<file path="src/logic/cast_pkg.sv">
// Shared widths, encodings and the operand view for the float/int conversion unit
package cast_pkg;

  // --------------------
  // Formats
  // --------------------
  localparam int DATA_WIDTH    = 32;  // Operand and result word
  localparam int EXP_BITS      = 8;   // binary32 exponent
  localparam int MAN_BITS      = 23;  // binary32 stored mantissa
  localparam int BIAS          = 127;

  // Internal mantissa holds the hidden bit or a whole integer
  localparam int INT_MAN_WIDTH = (MAN_BITS + 1 > DATA_WIDTH) ? MAN_BITS + 1 : DATA_WIDTH;
  localparam int INT_EXP_WIDTH = 10;  // Signed, covers smallest denormal
  localparam int LZC_WIDTH     = 5;   // Leading-zero count

  // --------------------
  // Status flags
  // --------------------
  localparam int STATUS_WIDTH = 5;
  localparam int STATUS_NV    = 4;  // Invalid
  localparam int STATUS_DZ    = 3;  // Divide by zero, unused here
  localparam int STATUS_OF    = 2;  // Overflow
  localparam int STATUS_UF    = 1;  // Underflow
  localparam int STATUS_NX    = 0;  // Inexact

  // --------------------
  // Encodings
  // --------------------
  localparam logic [2:0] RND_RNE = 3'd0;  // Nearest, ties to even
  localparam logic [2:0] RND_RTZ = 3'd1;  // Toward zero
  localparam logic [2:0] RND_RDN = 3'd2;  // Toward minus infinity
  localparam logic [2:0] RND_RUP = 3'd3;  // Toward plus infinity
  localparam logic [2:0] RND_RMM = 3'd4;  // Nearest, ties away

  localparam logic OP_F2I = 1'b0;
  localparam logic OP_I2F = 1'b1;

  // Canonical quiet NaN
  localparam logic [DATA_WIDTH-1:0] QNAN_BITS = {1'b0, {EXP_BITS{1'b1}}, 1'b1, {(MAN_BITS-1){1'b0}}};

  // One operand word, read as a float or as a raw integer
  typedef union packed {
    struct packed {
      logic                sign;
      logic [EXP_BITS-1:0] exp;
      logic [MAN_BITS-1:0] man;
    } fp;
    logic [DATA_WIDTH-1:0] raw;
  } operand_u;

endpackage

</file>
<file path="src/logic/cast_pipe_reg.sv">
// Single valid/ready register stage with flush, used twice in the conversion pipeline
`timescale 1ns/1ps

module cast_pipe_reg #(
  parameter int unsigned DataWidth = 32
) (
  input  logic                 clk_i,
  input  logic                 rst_i,
  input  logic                 flush_i,   // Drop the held item
  input  logic                 valid_i,
  output logic                 ready_o,
  input  logic [DataWidth-1:0] data_i,
  output logic                 valid_o,
  input  logic                 ready_i,
  output logic [DataWidth-1:0] data_o
);

  logic                 valid_q;
  logic [DataWidth-1:0] data_q;

  // Accept when downstream takes ours or when we hold a bubble
  assign ready_o = ready_i | ~valid_q;

  always_ff @(posedge clk_i) begin
    if (rst_i || flush_i) begin
      valid_q <= 1'b0;
    end else if (ready_o) begin
      valid_q <= valid_i;  // Pop and push in the same edge
    end
  end

  always_ff @(posedge clk_i) begin
    if (ready_o && valid_i) begin
      data_q <= data_i;  // Payload loads on accept only
    end
  end

  assign valid_o = valid_q;
  assign data_o  = data_q;

  // Stalled item must not change under back-pressure
  stall_stable: assert property (@(posedge clk_i) disable iff (rst_i)
    valid_o && !ready_i |=> $stable(data_o));

endmodule

</file>
<file path="src/logic/cast_normalize.sv">
// Input stage of the converter: classifies a float or takes an integer magnitude, then normalizes
`timescale 1ns/1ps

module cast_normalize (
  input  logic [cast_pkg::DATA_WIDTH-1:0]           operand_i,
  input  logic                                      op_i,       // F2I or I2F
  input  logic                                      op_mod_i,   // Unsigned integer
  output logic                                      sign_o,
  output logic signed [cast_pkg::INT_EXP_WIDTH-1:0] exp_o,      // Unbiased
  output logic [cast_pkg::INT_MAN_WIDTH-1:0]        mant_o,     // Leading one at the top
  output logic                                      mant_zero_o,
  output logic                                      is_nan_o,
  output logic                                      is_snan_o,
  output logic                                      is_inf_o,
  output logic                                      is_zero_o
);

  localparam int MW = cast_pkg::INT_MAN_WIDTH;
  localparam int EW = cast_pkg::INT_EXP_WIDTH;

  cast_pkg::operand_u opnd;

  logic src_is_int;
  logic exp_zero, exp_ones, man_zero;
  logic is_normal, is_subnormal;
  logic int_sign;

  logic [MW-1:0]                  int_mag, enc_mant;
  logic [cast_pkg::LZC_WIDTH-1:0] lzc;
  logic signed [EW-1:0]           shamt_s, fp_exp, int_exp;

  assign opnd       = operand_i;
  assign src_is_int = (op_i == cast_pkg::OP_I2F);

  // --------------------
  // Float classification
  // --------------------
  assign exp_zero     = (opnd.fp.exp == '0);
  assign exp_ones     = (opnd.fp.exp == '1);
  assign man_zero     = (opnd.fp.man == '0);
  assign is_normal    = ~exp_zero & ~exp_ones;
  assign is_subnormal = exp_zero & ~man_zero;

  // Class bits describe float sources only
  assign is_nan_o  = ~src_is_int & exp_ones & ~man_zero;
  assign is_snan_o = is_nan_o & ~opnd.fp.man[cast_pkg::MAN_BITS-1];  // Quiet bit clear
  assign is_inf_o  = ~src_is_int & exp_ones & man_zero;
  assign is_zero_o = ~src_is_int & exp_zero & man_zero;

  // --------------------
  // Integer magnitude
  // --------------------
  assign int_sign = opnd.raw[cast_pkg::DATA_WIDTH-1] & ~op_mod_i;  // Unsigned never negative
  assign int_mag  = int_sign ? MW'(-opnd.raw) : MW'(opnd.raw);

  // Float mantissa sits at the bottom, hidden bit included
  assign enc_mant = src_is_int ? int_mag : MW'({is_normal, opnd.fp.man});

  // Leading-zero count, highest set bit wins
  always_comb begin
    lzc = '0;
    for (int i = 0; i < MW; i++) begin
      if (enc_mant[i]) lzc = cast_pkg::LZC_WIDTH'(MW - 1 - i);
    end
  end

  assign mant_zero_o = ~|enc_mant;  // Integer zero
  assign mant_o      = enc_mant << lzc;
  assign shamt_s     = EW'({1'b0, lzc});

  // Unbias, undo the shift and the width offset of the float mantissa
  assign fp_exp  = EW'($signed({1'b0, opnd.fp.exp}) + $signed({1'b0, is_subnormal})
                       - cast_pkg::BIAS - shamt_s + (MW - 1 - cast_pkg::MAN_BITS));
  assign int_exp = EW'(MW - 1) - shamt_s;  // Bit position of the leading one

  assign exp_o  = src_is_int ? int_exp : fp_exp;
  assign sign_o = src_is_int ? int_sign : opnd.fp.sign;

endmodule

</file>
<file path="src/logic/cast_denorm.sv">
// Middle stage of the converter: shifts the mantissa into float or integer place, finds R/S bits
`timescale 1ns/1ps

module cast_denorm (
  input  logic                                      op_i,
  input  logic                                      op_mod_i,
  input  logic signed [cast_pkg::INT_EXP_WIDTH-1:0] exp_i,
  input  logic [cast_pkg::INT_MAN_WIDTH-1:0]        mant_i,
  input  logic                                      is_inf_i,
  output logic [cast_pkg::EXP_BITS-1:0]             final_exp_o,
  output logic [cast_pkg::MAN_BITS-1:0]             final_mant_o,
  output logic [cast_pkg::DATA_WIDTH-1:0]           final_int_o,
  output logic [1:0]                                fp_rs_o,      // Round, sticky
  output logic [1:0]                                int_rs_o,
  output logic                                      of_before_o,
  output logic                                      uf_before_o
);

  localparam int MW         = cast_pkg::INT_MAN_WIDTH;
  localparam int EW         = cast_pkg::INT_EXP_WIDTH;
  localparam int SHW        = $clog2(MW + 1);
  localparam int MAX_EXP    = 2**cast_pkg::EXP_BITS - 1;
  localparam int FP_STICKY  = 2 * MW - cast_pkg::MAN_BITS - 1;  // Below mantissa and R
  localparam int INT_STICKY = 2 * MW - cast_pkg::DATA_WIDTH;    // Below integer and R

  logic signed [EW-1:0] dst_exp;   // Rebiased
  logic signed [EW-1:0] ovf_exp;   // First exponent out of integer range
  logic [2*MW:0]        preshift_mant, dest_mant;
  logic [SHW-1:0]       shamt;

  assign dst_exp = exp_i + EW'(cast_pkg::BIAS);
  assign ovf_exp = op_mod_i ? EW'(cast_pkg::DATA_WIDTH) : EW'(cast_pkg::DATA_WIDTH - 1);

  always_comb begin
    final_exp_o   = dst_exp[cast_pkg::EXP_BITS-1:0];  // Low bits only
    preshift_mant = {mant_i, {(MW+1){1'b0}}};         // Mantissa to the left of the shifter
    shamt         = '0;
    of_before_o   = 1'b0;
    uf_before_o   = 1'b0;

    if (op_i == cast_pkg::OP_F2I) begin
      shamt = SHW'(cast_pkg::DATA_WIDTH - 1 - exp_i);  // Right shift to integer place
      if (is_inf_i || exp_i >= ovf_exp) begin
        shamt       = '0;
        of_before_o = 1'b1;
      end else if (exp_i < -1) begin
        shamt       = SHW'(cast_pkg::DATA_WIDTH + 1);  // Everything into sticky
        uf_before_o = 1'b1;
      end
    end else begin
      // Saturate to largest normal, RS set for correct rounding
      if (dst_exp >= MAX_EXP) begin
        final_exp_o   = cast_pkg::EXP_BITS'(MAX_EXP - 1);
        preshift_mant = '1;
        of_before_o   = 1'b1;
      end else if (dst_exp < 1 && dst_exp >= -cast_pkg::MAN_BITS) begin
        final_exp_o = '0;                    // Denormal
        shamt       = SHW'(1 - dst_exp);
        uf_before_o = 1'b1;
      end else if (dst_exp < -cast_pkg::MAN_BITS) begin
        final_exp_o = '0;
        shamt       = SHW'(2 + cast_pkg::MAN_BITS);  // Limit shift, keep sticky
        uf_before_o = 1'b1;
      end
    end
  end

  assign dest_mant = preshift_mant >> shamt;

  // Hidden bit dropped for floats
  assign {final_mant_o, fp_rs_o[1]} = dest_mant[2*MW-1 -: cast_pkg::MAN_BITS+1];
  assign {final_int_o, int_rs_o[1]} = dest_mant[2*MW -: cast_pkg::DATA_WIDTH+1];
  assign fp_rs_o[0]  = |dest_mant[FP_STICKY-1:0];
  assign int_rs_o[0] = |dest_mant[INT_STICKY-1:0];

endmodule

</file>
<file path="src/logic/cast_round_result.sv">
// Output stage of the converter: rounds, resolves special cases and forms result and flags
`timescale 1ns/1ps

module cast_round_result (
  input  logic                                op_i,
  input  logic                                op_mod_i,
  input  logic [2:0]                          rnd_mode_i,
  input  logic                                sign_i,
  input  logic                                mant_zero_i,
  input  logic                                is_nan_i,
  input  logic                                is_snan_i,
  input  logic                                is_inf_i,
  input  logic                                is_zero_i,
  input  logic [cast_pkg::EXP_BITS-1:0]       final_exp_i,
  input  logic [cast_pkg::MAN_BITS-1:0]       final_mant_i,
  input  logic [cast_pkg::DATA_WIDTH-1:0]     final_int_i,
  input  logic [1:0]                          fp_rs_i,
  input  logic [1:0]                          int_rs_i,
  input  logic                                of_before_i,
  input  logic                                uf_before_i,
  output logic [cast_pkg::DATA_WIDTH-1:0]     result_o,
  output logic [cast_pkg::STATUS_WIDTH-1:0]   status_o
);

  localparam int DW = cast_pkg::DATA_WIDTH;
  localparam int MB = cast_pkg::MAN_BITS;
  localparam int EB = cast_pkg::EXP_BITS;

  logic          dst_is_int, src_is_int;
  logic [DW-1:0] pre_round_abs, rounded_abs, rounded_int;
  logic [1:0]    rs;
  logic          round_up, rounded_int_zero;
  logic          of_after, uf_after;

  cast_pkg::operand_u fp_res;

  logic [DW-1:0]                       fp_special_res, int_special_res;
  logic                                fp_special, int_special;
  logic [cast_pkg::STATUS_WIDTH-1:0]   fp_status, int_status;

  assign dst_is_int = (op_i == cast_pkg::OP_F2I);
  assign src_is_int = ~dst_is_int;

  // --------------------
  // Rounding
  // --------------------
  assign pre_round_abs = dst_is_int ? final_int_i : DW'({final_exp_i, final_mant_i});
  assign rs            = dst_is_int ? int_rs_i : fp_rs_i;

  always_comb begin
    case (rnd_mode_i)
      cast_pkg::RND_RNE: round_up = rs[1] & (rs[0] | pre_round_abs[0]);  // Tie to even
      cast_pkg::RND_RTZ: round_up = 1'b0;
      cast_pkg::RND_RDN: round_up = (|rs) & sign_i;
      cast_pkg::RND_RUP: round_up = (|rs) & ~sign_i;
      cast_pkg::RND_RMM: round_up = rs[1];                               // Tie away
      default:           round_up = 1'b0;
    endcase
  end

  assign rounded_abs = pre_round_abs + DW'(round_up);

  // Exponent field after rounding
  assign uf_after = (rounded_abs[MB +: EB] == '0);
  assign of_after = (rounded_abs[MB +: EB] == '1);

  // Float result, integer zero gives +0
  always_comb begin
    fp_res.fp.sign = sign_i;
    fp_res.fp.exp  = rounded_abs[MB +: EB];
    fp_res.fp.man  = rounded_abs[MB-1:0];
    if (src_is_int && mant_zero_i) fp_res.raw = '0;
  end

  assign rounded_int      = sign_i ? DW'(-rounded_abs) : rounded_abs;  // Two's complement
  assign rounded_int_zero = (rounded_int == '0);

  // --------------------
  // Special cases
  // --------------------
  assign fp_special     = is_zero_i | is_nan_i;  // Only float sources carry class bits
  assign fp_special_res = is_nan_i ? cast_pkg::QNAN_BITS : {sign_i, {(DW-1){1'b0}}};

  // Saturation: signed or unsigned max, flipped for negatives except NaN
  always_comb begin
    int_special_res = {op_mod_i, {(DW-1){1'b1}}};
    if (sign_i && !is_nan_i) int_special_res = ~int_special_res;
  end

  assign int_special = is_nan_i | is_inf_i | of_before_i |
                       (sign_i & op_mod_i & ~rounded_int_zero);  // Negative to unsigned

  // --------------------
  // Status
  // --------------------
  always_comb begin
    fp_status                     = '0;
    fp_status[cast_pkg::STATUS_NX] = (|fp_rs_i) |
                                     (~src_is_int & ~is_inf_i & (of_before_i | of_after));
    fp_status[cast_pkg::STATUS_NV] = src_is_int & (of_before_i | of_after);  // No int overflow
    fp_status[cast_pkg::STATUS_OF] = ~src_is_int & ~is_inf_i & (of_before_i | of_after);
    fp_status[cast_pkg::STATUS_UF] = (uf_before_i | uf_after) & fp_status[cast_pkg::STATUS_NX];
    if (fp_special) begin
      fp_status                     = '0;
      fp_status[cast_pkg::STATUS_NV] = is_snan_i;  // Signalling NaN only
    end

    int_status                     = '0;
    int_status[cast_pkg::STATUS_NX] = |int_rs_i;
    if (int_special) begin
      int_status                     = '0;
      int_status[cast_pkg::STATUS_NV] = 1'b1;  // Every saturation is invalid
    end
  end

  assign result_o = dst_is_int ? (int_special ? int_special_res : rounded_int)
                               : (fp_special  ? fp_special_res  : fp_res.raw);
  assign status_o = dst_is_int ? int_status : fp_status;

  dz_never_set: assert final (!status_o[cast_pkg::STATUS_DZ]);

endmodule

</file>
<file path="src/logic/fp_int_cast.sv">
// Top of the binary32/int32 converter: normalize, register, denormalize and round, register
`timescale 1ns/1ps

module fp_int_cast (
  input  logic                                clk_i,
  input  logic                                rst_i,
  input  logic [cast_pkg::DATA_WIDTH-1:0]     operand_i,
  input  logic                                op_i,
  input  logic                                op_mod_i,
  input  logic [2:0]                          rnd_mode_i,
  input  logic                                in_valid_i,
  output logic                                in_ready_o,
  input  logic                                flush_i,
  output logic [cast_pkg::DATA_WIDTH-1:0]     result_o,
  output logic [cast_pkg::STATUS_WIDTH-1:0]   status_o,
  output logic                                out_valid_o,
  input  logic                                out_ready_i,
  output logic                                busy_o
);

  localparam int MW    = cast_pkg::INT_MAN_WIDTH;
  localparam int EW    = cast_pkg::INT_EXP_WIDTH;
  localparam int MID_W = 1 + EW + MW + 1 + 4 + 1 + 1 + 3;  // Number, class, op, mode
  localparam int OUT_W = cast_pkg::DATA_WIDTH + cast_pkg::STATUS_WIDTH;

  // --------------------
  // Normalize
  // --------------------
  logic                 n_sign, n_mant_zero, n_nan, n_snan, n_inf, n_zero;
  logic signed [EW-1:0] n_exp;
  logic [MW-1:0]        n_mant;

  cast_normalize u_normalize (
    .operand_i   (operand_i),
    .op_i        (op_i),
    .op_mod_i    (op_mod_i),
    .sign_o      (n_sign),
    .exp_o       (n_exp),
    .mant_o      (n_mant),
    .mant_zero_o (n_mant_zero),
    .is_nan_o    (n_nan),
    .is_snan_o   (n_snan),
    .is_inf_o    (n_inf),
    .is_zero_o   (n_zero)
  );

  // --------------------
  // Mid register
  // --------------------
  logic [MID_W-1:0] mid_d, mid_q;
  logic             mid_valid, mid_ready;

  logic                 m_sign, m_mant_zero, m_nan, m_snan, m_inf, m_zero, m_op, m_op_mod;
  logic signed [EW-1:0] m_exp;
  logic [MW-1:0]        m_mant;
  logic [2:0]           m_rnd;

  assign mid_d = {n_sign, n_exp, n_mant, n_mant_zero, n_nan, n_snan, n_inf, n_zero,
                  op_i, op_mod_i, rnd_mode_i};

  cast_pipe_reg #(.DataWidth(MID_W)) u_mid_reg (
    .clk_i   (clk_i),
    .rst_i   (rst_i),
    .flush_i (flush_i),
    .valid_i (in_valid_i),
    .ready_o (in_ready_o),
    .data_i  (mid_d),
    .valid_o (mid_valid),
    .ready_i (mid_ready),   // Backwards from the out stage
    .data_o  (mid_q)
  );

  assign {m_sign, m_exp, m_mant, m_mant_zero, m_nan, m_snan, m_inf, m_zero,
          m_op, m_op_mod, m_rnd} = mid_q;

  // --------------------
  // Denormalize, round
  // --------------------
  logic [cast_pkg::EXP_BITS-1:0]     d_exp;
  logic [cast_pkg::MAN_BITS-1:0]     d_mant;
  logic [cast_pkg::DATA_WIDTH-1:0]   d_int, r_result;
  logic [1:0]                        d_fp_rs, d_int_rs;
  logic                              d_of, d_uf;
  logic [cast_pkg::STATUS_WIDTH-1:0] r_status;

  cast_denorm u_denorm (
    .op_i         (m_op),
    .op_mod_i     (m_op_mod),
    .exp_i        (m_exp),
    .mant_i       (m_mant),
    .is_inf_i     (m_inf),
    .final_exp_o  (d_exp),
    .final_mant_o (d_mant),
    .final_int_o  (d_int),
    .fp_rs_o      (d_fp_rs),
    .int_rs_o     (d_int_rs),
    .of_before_o  (d_of),
    .uf_before_o  (d_uf)
  );

  cast_round_result u_round_result (
    .op_i         (m_op),
    .op_mod_i     (m_op_mod),
    .rnd_mode_i   (m_rnd),
    .sign_i       (m_sign),
    .mant_zero_i  (m_mant_zero),
    .is_nan_i     (m_nan),
    .is_snan_i    (m_snan),
    .is_inf_i     (m_inf),
    .is_zero_i    (m_zero),
    .final_exp_i  (d_exp),
    .final_mant_i (d_mant),
    .final_int_i  (d_int),
    .fp_rs_i      (d_fp_rs),
    .int_rs_i     (d_int_rs),
    .of_before_i  (d_of),
    .uf_before_i  (d_uf),
    .result_o     (r_result),
    .status_o     (r_status)
  );

  // --------------------
  // Out register
  // --------------------
  cast_pipe_reg #(.DataWidth(OUT_W)) u_out_reg (
    .clk_i   (clk_i),
    .rst_i   (rst_i),
    .flush_i (flush_i),
    .valid_i (mid_valid),
    .ready_o (mid_ready),
    .data_i  ({r_result, r_status}),
    .valid_o (out_valid_o),
    .ready_i (out_ready_i),
    .data_o  ({result_o, status_o})
  );

  assign busy_o = mid_valid | out_valid_o;  // Any stage occupied

  // Flush reaches both stages in one edge
  flush_empties: assert property (@(posedge clk_i) disable iff (rst_i)
    flush_i |=> !out_valid_o);

endmodule

</file>
<file path="config.mk">
export PLATFORM = sky130hd
export DESIGN_NAME = fp_int_cast
export DESIGN_NICKNAME = d
export VERILOG_FILES = /design/src/logic/cast_pkg.sv /design/src/logic/cast_pipe_reg.sv /design/src/logic/cast_normalize.sv /design/src/logic/cast_denorm.sv /design/src/logic/cast_round_result.sv /design/src/logic/fp_int_cast.sv
export SDC_FILE = /design/constraint.sdc
export NUM_CORES = 1
export LEC_CHECK = 0
export ABC_AREA = 0
export BUFFER_PORTS_ARGS = -buffer_cell sky130_fd_sc_hd__clkbuf_2
export CORE_ASPECT_RATIO = 0.9
export CORE_MARGIN = 10
export CORE_UTILIZATION = 55
export DETAILED_ROUTE_END_ITERATION = 8
export PLACE_DENSITY = 0.73
export REMOVE_ABC_BUFFERS = 1
export SLEW_MARGIN = 20
export SYNTH_ARGS = -nofsm -noshare
export SYNTH_HDL_FRONTEND = slang
export SYNTH_SLANG_ARGS = --single-unit
</file>
<file path="constraint.sdc">
create_clock -name clk_i -period 13.1 [get_ports clk_i]
set_input_delay 1.31 -clock clk_i [delete_from_list [all_inputs] [get_ports clk_i]]
set_output_delay 1.31 -clock clk_i [all_outputs]
set_load 0.01 [all_outputs]
</file>
==> results of run 1 <==
==> final cells by class <==
class / count / area [µm²] / share of cell area
Inverter: 66 / 248 / 0.0170
Timing Repair Buffer: 109 / 618 / 0.0425
Multi-Input combinational cell: 1582 / 10200 / 0.704
Sequential cell: 91 / 2710 / 0.186
Clock buffer: 9 / 225 / 0.0155
Clock inverter: 7 / 83.8 / 0.00576
Tap cell: 336 / 420 / 0.0289
==> path summary, 6_finish.rpt <==
kind	endpoint	start	cells past startpoint	slack, ps
max	u_out_reg.data_o[13]	u_mid_reg.data_o[42]	41	1450
max reg2reg	u_out_reg.data_o[13]	u_mid_reg.data_o[42]	41	1450
min reg2reg	u_out_reg.valid_o	u_mid_reg.valid_o	2	560
min	u_out_reg.valid_o	u_mid_reg.valid_o	2	560
==> cells in the mapped netlist, types with 11 or more instances <==
master	instances	share of area
o21a_1	12	0.0066
a32oi_1	12	0.0076
o211ai_1	24	0.013
o221ai_1	11	0.0070
buf_2	23	0.0084
edfxtp_1	89	0.19
nor3_1	64	0.023
nand2_1	175	0.048
o21ai_0	99	0.036
clkbuf_1	65	0.018
a21oi_1	152	0.055
a31oi_1	35	0.016
and3_1	16	0.0073
a211oi_1	23	0.013
nor2_1	174	0.048
inv_1	65	0.018
mux2i_1	39	0.028
nor2b_1	18	0.0082
or2_2	15	0.0068
o21ai_1	37	0.013
o22ai_1	20	0.0091
nand4_1	22	0.010
nand2b_1	19	0.0086
and2_1	23	0.010
ha_1	30	0.027
xnor2_1	70	0.045
o31ai_1	16	0.0087
or3_1	19	0.0086
nand3_1	116	0.042
a21o_1	13	0.0071
xor2_1	37	0.024
nor4_1	20	0.0091
buf_4	11	0.0060
==> layer usage <==
metal	global-route usage	up-vias
li1	-	7080
met1	0.400	7157
met2	0.478	880
met3	0.0617	151
met4	0.124	0
met5	0	-
==> sequential cells by signal, indices dropped and copies added (netlist names) <==
name / count
u_mid_reg.valid_o: 1
u_out_reg.data_o: 36
u_mid_reg.data_o: 53
u_out_reg.valid_o: 1
==> metrics by stage <==
step / instances / hold slack (ps)
global placement: 2184 / 529
finish: 2200 / 564
floorplan: 1739 / 495
global route: 2200 / 588
detailed placement: 2184 / 553
CTS: 2200 / 565
==> power groups by stage <==
stage	combinational, mW	clock [mW]	sequential, mW
after floorplan	0.768	0	0.395
after global placement	1.07	0	0.401
after detailed placement	1.07	0	0.401
after CTS	1.08	0.287	0.394
after global routing	1.20	0.294	0.399
final	1.12	0.283	0.396
==> placed cells by master, fill, tap and decap left out, types with 20 or more instances in the layout <==
cell      instances
o211ai_1         24
nor4_1           20
o21ai_0          98
a31oi_1          35
inv_1            65
edfxtp_1         89
ha_1             30
xor2_1           37
buf_4            29
a21oi_1         151
o22ai_1          20
nand2_1         175
clkbuf_2         80
xnor2_1          70
mux2i_1          39
o21ai_1          37
and2_1           22
nor2_1          174
nor3_1           64
a211oi_1         23
nand3_1         116
nand4_1          22
==> kinds of logic after synthesis <==
group | after synthesis | synth area share
other | 1 | 0.000273
buffers and inverters | 180 | 0.0597
multiplexers | 49 | 0.0366
flip-flops | 91 | 0.197
adder cells (fa/ha/maj) | 31 | 0.0288
XOR/XNOR | 107 | 0.0682
AND/OR/NAND/NOR | 762 | 0.283
AO/OA/AOI/OAI | 631 | 0.326
==> critical path: cells and delay by family (launching register included) <==
| kind | cells | cell delay [ps] |
|---|---|---|
| AOI/OAI and AO/OA | 17 | 5000 |
| xor gates and xnor gates | 5 | 1170 |
| adders and majority gates | 4 | 1090 |
| buffers and inverters | 4 | 900 |
| DFF | 1 | 700 |
| and+or+nand+nor | 11 | 2600 |
==> impl_metrics.env, run 1 <==
export IMPL_overflow=0
export IMPL_max_freq_ghz=0.0858
export IMPL_worst_pin_slew_ps=1230
export IMPL_cp_data_arrival_time_ps=11850
export IMPL_cp_slowest_cell="o32ai_4"
export IMPL_wl_met2_um=22100
export IMPL_critPathKind="flop to flop"
export IMPL_status="completed"
export IMPL_clockBufferDepth=2
export IMPL_dr_pass1_iters=6
export IMPL_numCtsBuffers=9
export IMPL_syn_avg_cell_area_um2=7.42
export IMPL_nFillCells=2264
export IMPL_core_area_mm2=0.0244
export IMPL_required_ps=13290
export IMPL_hold_class="flop to flop"
export IMPL_fp_dieArea_mm2=0.0317
export IMPL_m1WireLength_um=21400
export IMPL_antenna_found_initial=0
export IMPL_wl_um=50400
export IMPL_grt_pass1_vias=14100
export IMPL_ys_ff_latch=91
export IMPL_p_clk_frac=0.157
export IMPL_skew_ps=18.1
export IMPL_final_antenna_net_count=0
export IMPL_p_sw_mw=0.918
export IMPL_finalWorstSetupSlack_ps=1450
export IMPL_start_util=0.563
export IMPL_cts_clk_slew_worst_paths_ps=80
export IMPL_yosys_cell_types_count=122
export IMPL_pwr_share_comb=0.623
export IMPL_setup_violations=0
export IMPL_grt_setup_unrepaired="false"
export IMPL_cts_tree="done"
export IMPL_crit_fanout=23
export IMPL_worstSkewPairLatency_ps=360
export IMPL_diodes=0
export IMPL_gp_congestion=1.05
export IMPL_synth_ff_type="edfxtp_1"
export IMPL_cap_violations=0
export IMPL_wl_per_cell_um=22.9
export IMPL_yosysWarnings=0
export IMPL_finalSetupTns_ps=0
export IMPL_rows=54
export IMPL_internal_power_mw=0.884
export IMPL_cp_start_kind="flop"
export IMPL_maxSlewViolCount=0
export IMPL_power_density_mw_per_mm2=124
export IMPL_top_layer="met4"
export IMPL_pre_cts_slack_ps=1750
export IMPL_layout_nets=1932
export IMPL_cts_resized=0
export IMPL_num_vias=15300
export IMPL_fin_util=0.597
export IMPL_grt_usage=0.304
export IMPL_crit_path_max_incr_delay_ps=910
export IMPL_grt_pass1_wl_um=79200
export IMPL_drive_gt1_frac=0.125
export IMPL_synthArstFlopShare=0
export IMPL_p_sw_frac=0.509
export IMPL_critical_path_endpoint_type="flop"
export IMPL_p_leak_nw=5.29
export IMPL_io_buffers=80
export IMPL_drc_errors=0
export IMPL_holdBufCountCts=0
export IMPL_p_total_mw=1.80
export IMPL_cts_sinks=91
export IMPL_die_h_um=170
export IMPL_period_share=0.890
export IMPL_hpwl_um=39100
export IMPL_htree_num_levels=3
export IMPL_die_x_um=187
export IMPL_via_per_inst=6.94
export IMPL_syn_instance_count=1852
export IMPL_min_period_ps=11650
export IMPL_synth_edf_count=89
export IMPL_grt_max_degree=54
export IMPL_ys_seq_area_frac=0.197
export IMPL_relSlewSlack=0.159
export IMPL_drtIter0Drc=2448
export IMPL_cts_root_buf="clkbuf_16"
export IMPL_finalInstanceArea_mm2=0.0146
export IMPL_syn_to_final_growth_pct=5.92
export IMPL_synth_area_mm2=0.0137
export IMPL_placed_area_mm2=0.0142
export IMPL_ir_drop_v=0.0000929
export IMPL_hold_viol=0
export IMPL_pwr_share_seq=0.220
export IMPL_met3_length_um=4850
export IMPL_post_cts_setup_buffers=0
export IMPL_ioPinCount=82
Power figures use the tool's default switching activity.
==> run 2, diff against run 1 <==
--- a/config.mk
+++ b/config.mk
@@ -10,10 +10,10 @@
 export CORE_ASPECT_RATIO = 0.9
 export CORE_MARGIN = 10
 export CORE_UTILIZATION = 55
+export CTS_BUF_LIST = sky130_fd_sc_hd__clkbuf_4
 export DETAILED_ROUTE_END_ITERATION = 8
 export PLACE_DENSITY = 0.73
 export REMOVE_ABC_BUFFERS = 1
-export SLEW_MARGIN = 20
 export SYNTH_ARGS = -nofsm -noshare
 export SYNTH_HDL_FRONTEND = slang
 export SYNTH_SLANG_ARGS = --single-unit
==> run 2 against run 1 <==
Net effect:
- count of clock-buffer cells in the layout did not move
- sequential share of layout area rose by 0.21 points
- clock skew is 21 ps higher
- critical path depth stayed put
- worst setup slack better by 56 ps
- wire length is 0.40% lower
- combinational power about the same
- first-iteration DRC count fell by 4.7%
- largest cell class unchanged
==> impl_metrics.env, run 2 (synthesis gave the netlist of run 1 again) <==
export IMPL_status="completed"
export IMPL_io_buffers=80
export IMPL_r2r_start="u_mid_reg.data_o[42]"
export IMPL_required_ps=13470
export IMPL_pwr_share_seq=0.232
export IMPL_ff2ff_path_depth=41
export IMPL_core_area_mm2=0.0244
export IMPL_relSlewSlack=0.158
export IMPL_period_share=0.885
export IMPL_gp_congestion=1.05
export IMPL_max_freq_ghz=0.0862
export IMPL_r2r_end="u_out_reg.data_o[13]"
export IMPL_startpoint="u_mid_reg.data_o[42]"
export IMPL_worstSkewPairLatency_ps=520
export IMPL_cp_start_kind="flop"
export IMPL_p_sw_mw=0.907
export IMPL_layout_common_cells="nand2_1 (175), nor2_1 (174), a21oi_1 (151)"
export IMPL_critical_path_endpoint_type="flop"
export IMPL_setup_violations=0
export IMPL_power_density_mw_per_mm2=118
export IMPL_die_x_um=187
export IMPL_start_util=0.563
export IMPL_finalInstanceArea_mm2=0.0144
export IMPL_wl_um=50200
export IMPL_hpwl_um=39100
export IMPL_drc_errors=0
export IMPL_wl_per_cell_um=22.8
export IMPL_hold_class="flop to flop"
export IMPL_maxSlewViolCount=0
export IMPL_cts_tree="done"
export IMPL_worst_pin_slew_ps=1260
export IMPL_numCtsBuffers=9
export IMPL_p_clk_frac=0.108
export IMPL_ioPinCount=82
export IMPL_nFillCells=2300
export IMPL_placed_area_mm2=0.0142
export IMPL_largest_reg_flops=53
export IMPL_critPathKind="flop to flop"
export IMPL_p_leak_nw=5.22
export IMPL_clockBufferDepth=2
export IMPL_drtIter0Drc=2332
export IMPL_drive_gt1_frac=0.124
export IMPL_dr_pass1_iters=6
export IMPL_overflow=0
export IMPL_via_per_inst=6.89
export IMPL_grt_max_degree=54
export IMPL_holdWs_ps=574
export IMPL_cts_clk_slew_worst_paths_ps=190
export IMPL_htree_num_levels=3
export IMPL_post_place_cells=2184
export IMPL_cap_violations=0
export IMPL_hold_viol=0
export IMPL_holdCritStartpoint="u_mid_reg.valid_o"
export IMPL_final_common_cell="nand2_1"
export IMPL_cts_resized=0
export IMPL_skew_ps=39.5
export IMPL_finalNonFillerCells=2202
export IMPL_ir_drop_v=0.0000781
export IMPL_min_period_ps=11600
export IMPL_post_cts_setup_buffers=0
export IMPL_final_antenna_net_count=0
export IMPL_pwr_share_comb=0.659
export IMPL_r2r_slack_ps=1500
export IMPL_cts_sinks=91
export IMPL_cp_slowest_cell="o32ai_4"
export IMPL_crit_fanout=23
export IMPL_layout_nets=1932
export IMPL_pre_cts_slack_ps=1750
export IMPL_finalSetupTns_ps=0
export IMPL_crit_path_max_incr_delay_ps=910
export IMPL_num_vias=15200
export IMPL_grt_usage=0.304
export IMPL_holdBufCountCts=0
export IMPL_rows=54
export IMPL_grt_pass1_wl_um=79200
export IMPL_internal_power_mw=0.793
export IMPL_syn_to_final_growth_pct=4.75
export IMPL_grt_pass1_vias=14100
export IMPL_p_sw_frac=0.533
export IMPL_grt_setup_unrepaired="false"
export IMPL_cts_root_buf="clkbuf_4"
export IMPL_antenna_found_initial=1
export IMPL_cp_data_arrival_time_ps=11960
export IMPL_finalWorstSetupSlack_ps=1500
export IMPL_hold_depth=2
export IMPL_fp_dieArea_mm2=0.0317
export IMPL_die_h_um=170
export IMPL_min_to="u_out_reg.valid_o"
run 2: cell types whose count changed in the layout (fill, tap and decap cells not counted), sizes merged:
cell   previous run  this run
diode             0         2
run 2: layout make-up:
| cell class | instances | area (µm²) | share of cell area |
|---|---|---|---|
| Multi-Input combinational cell | 1582 | 10200 | 0.711 |
| Sequential cell | 91 | 2710 | 0.188 |
| Timing Repair Buffer | 109 | 618 | 0.0429 |
| Tap cell | 336 | 420 | 0.0292 |
| Inverter | 66 | 248 | 0.0172 |
| Clock inverter | 7 | 83.8 | 0.00582 |
| Clock buffer | 9 | 67.6 | 0.00469 |
| Antenna cell | 2 | 5.00 | 0.000348 |
run 2: worst max path at each step:
stage	to	slack, ps
floorplan	u_out_reg.data_o[27]	3110
global placement	u_out_reg.data_o[6]	2020
detailed placement	u_out_reg.data_o[6]	1750
CTS	u_out_reg.data_o[6]	1720
global route	u_out_reg.data_o[13]	550
finish	u_out_reg.data_o[13]	1500
run 2: through the flow:
stage | power [mW] | util
after floorplan | 1.16 | -
after global placement | 1.47 | 0.584
after detailed placement | 1.47 | 0.584
after CTS | 1.66 | 0.590
after global routing | 1.80 | 0.590
final | 1.70 | 0.590
run 2: power groups by stage:
stage / sequential (mW) / clock [mW] / combinational, mW
after floorplan: 0.395 / 0 / 0.768
after global placement: 0.401 / 0 / 1.07
after detailed placement: 0.401 / 0 / 1.07
after CTS: 0.394 / 0.185 / 1.08
after global routing: 0.398 / 0.195 / 1.20
final: 0.395 / 0.184 / 1.12
run 2: layer usage:
| layer | up-vias | part of all wire | track usage |
|---|---|---|---|
| met5 | - | 0 | 0 |
| met4 | 0 | 0.039 | 0.125 |
| met3 | 147 | 0.095 | 0.0619 |
| met2 | 828 | 0.44 | 0.479 |
| met1 | 7111 | 0.43 | 0.400 |
| li1 | 7090 | - | - |
run 2: critical path: cells and delay by family, from the launching register on:
kind            cells  cell delay, ps
buf+inv             4             910
flops               1             720
xor+xnor            5            1170
fa+ha+maj           4            1090
compound gates     17            4990
simple gates       11            2580
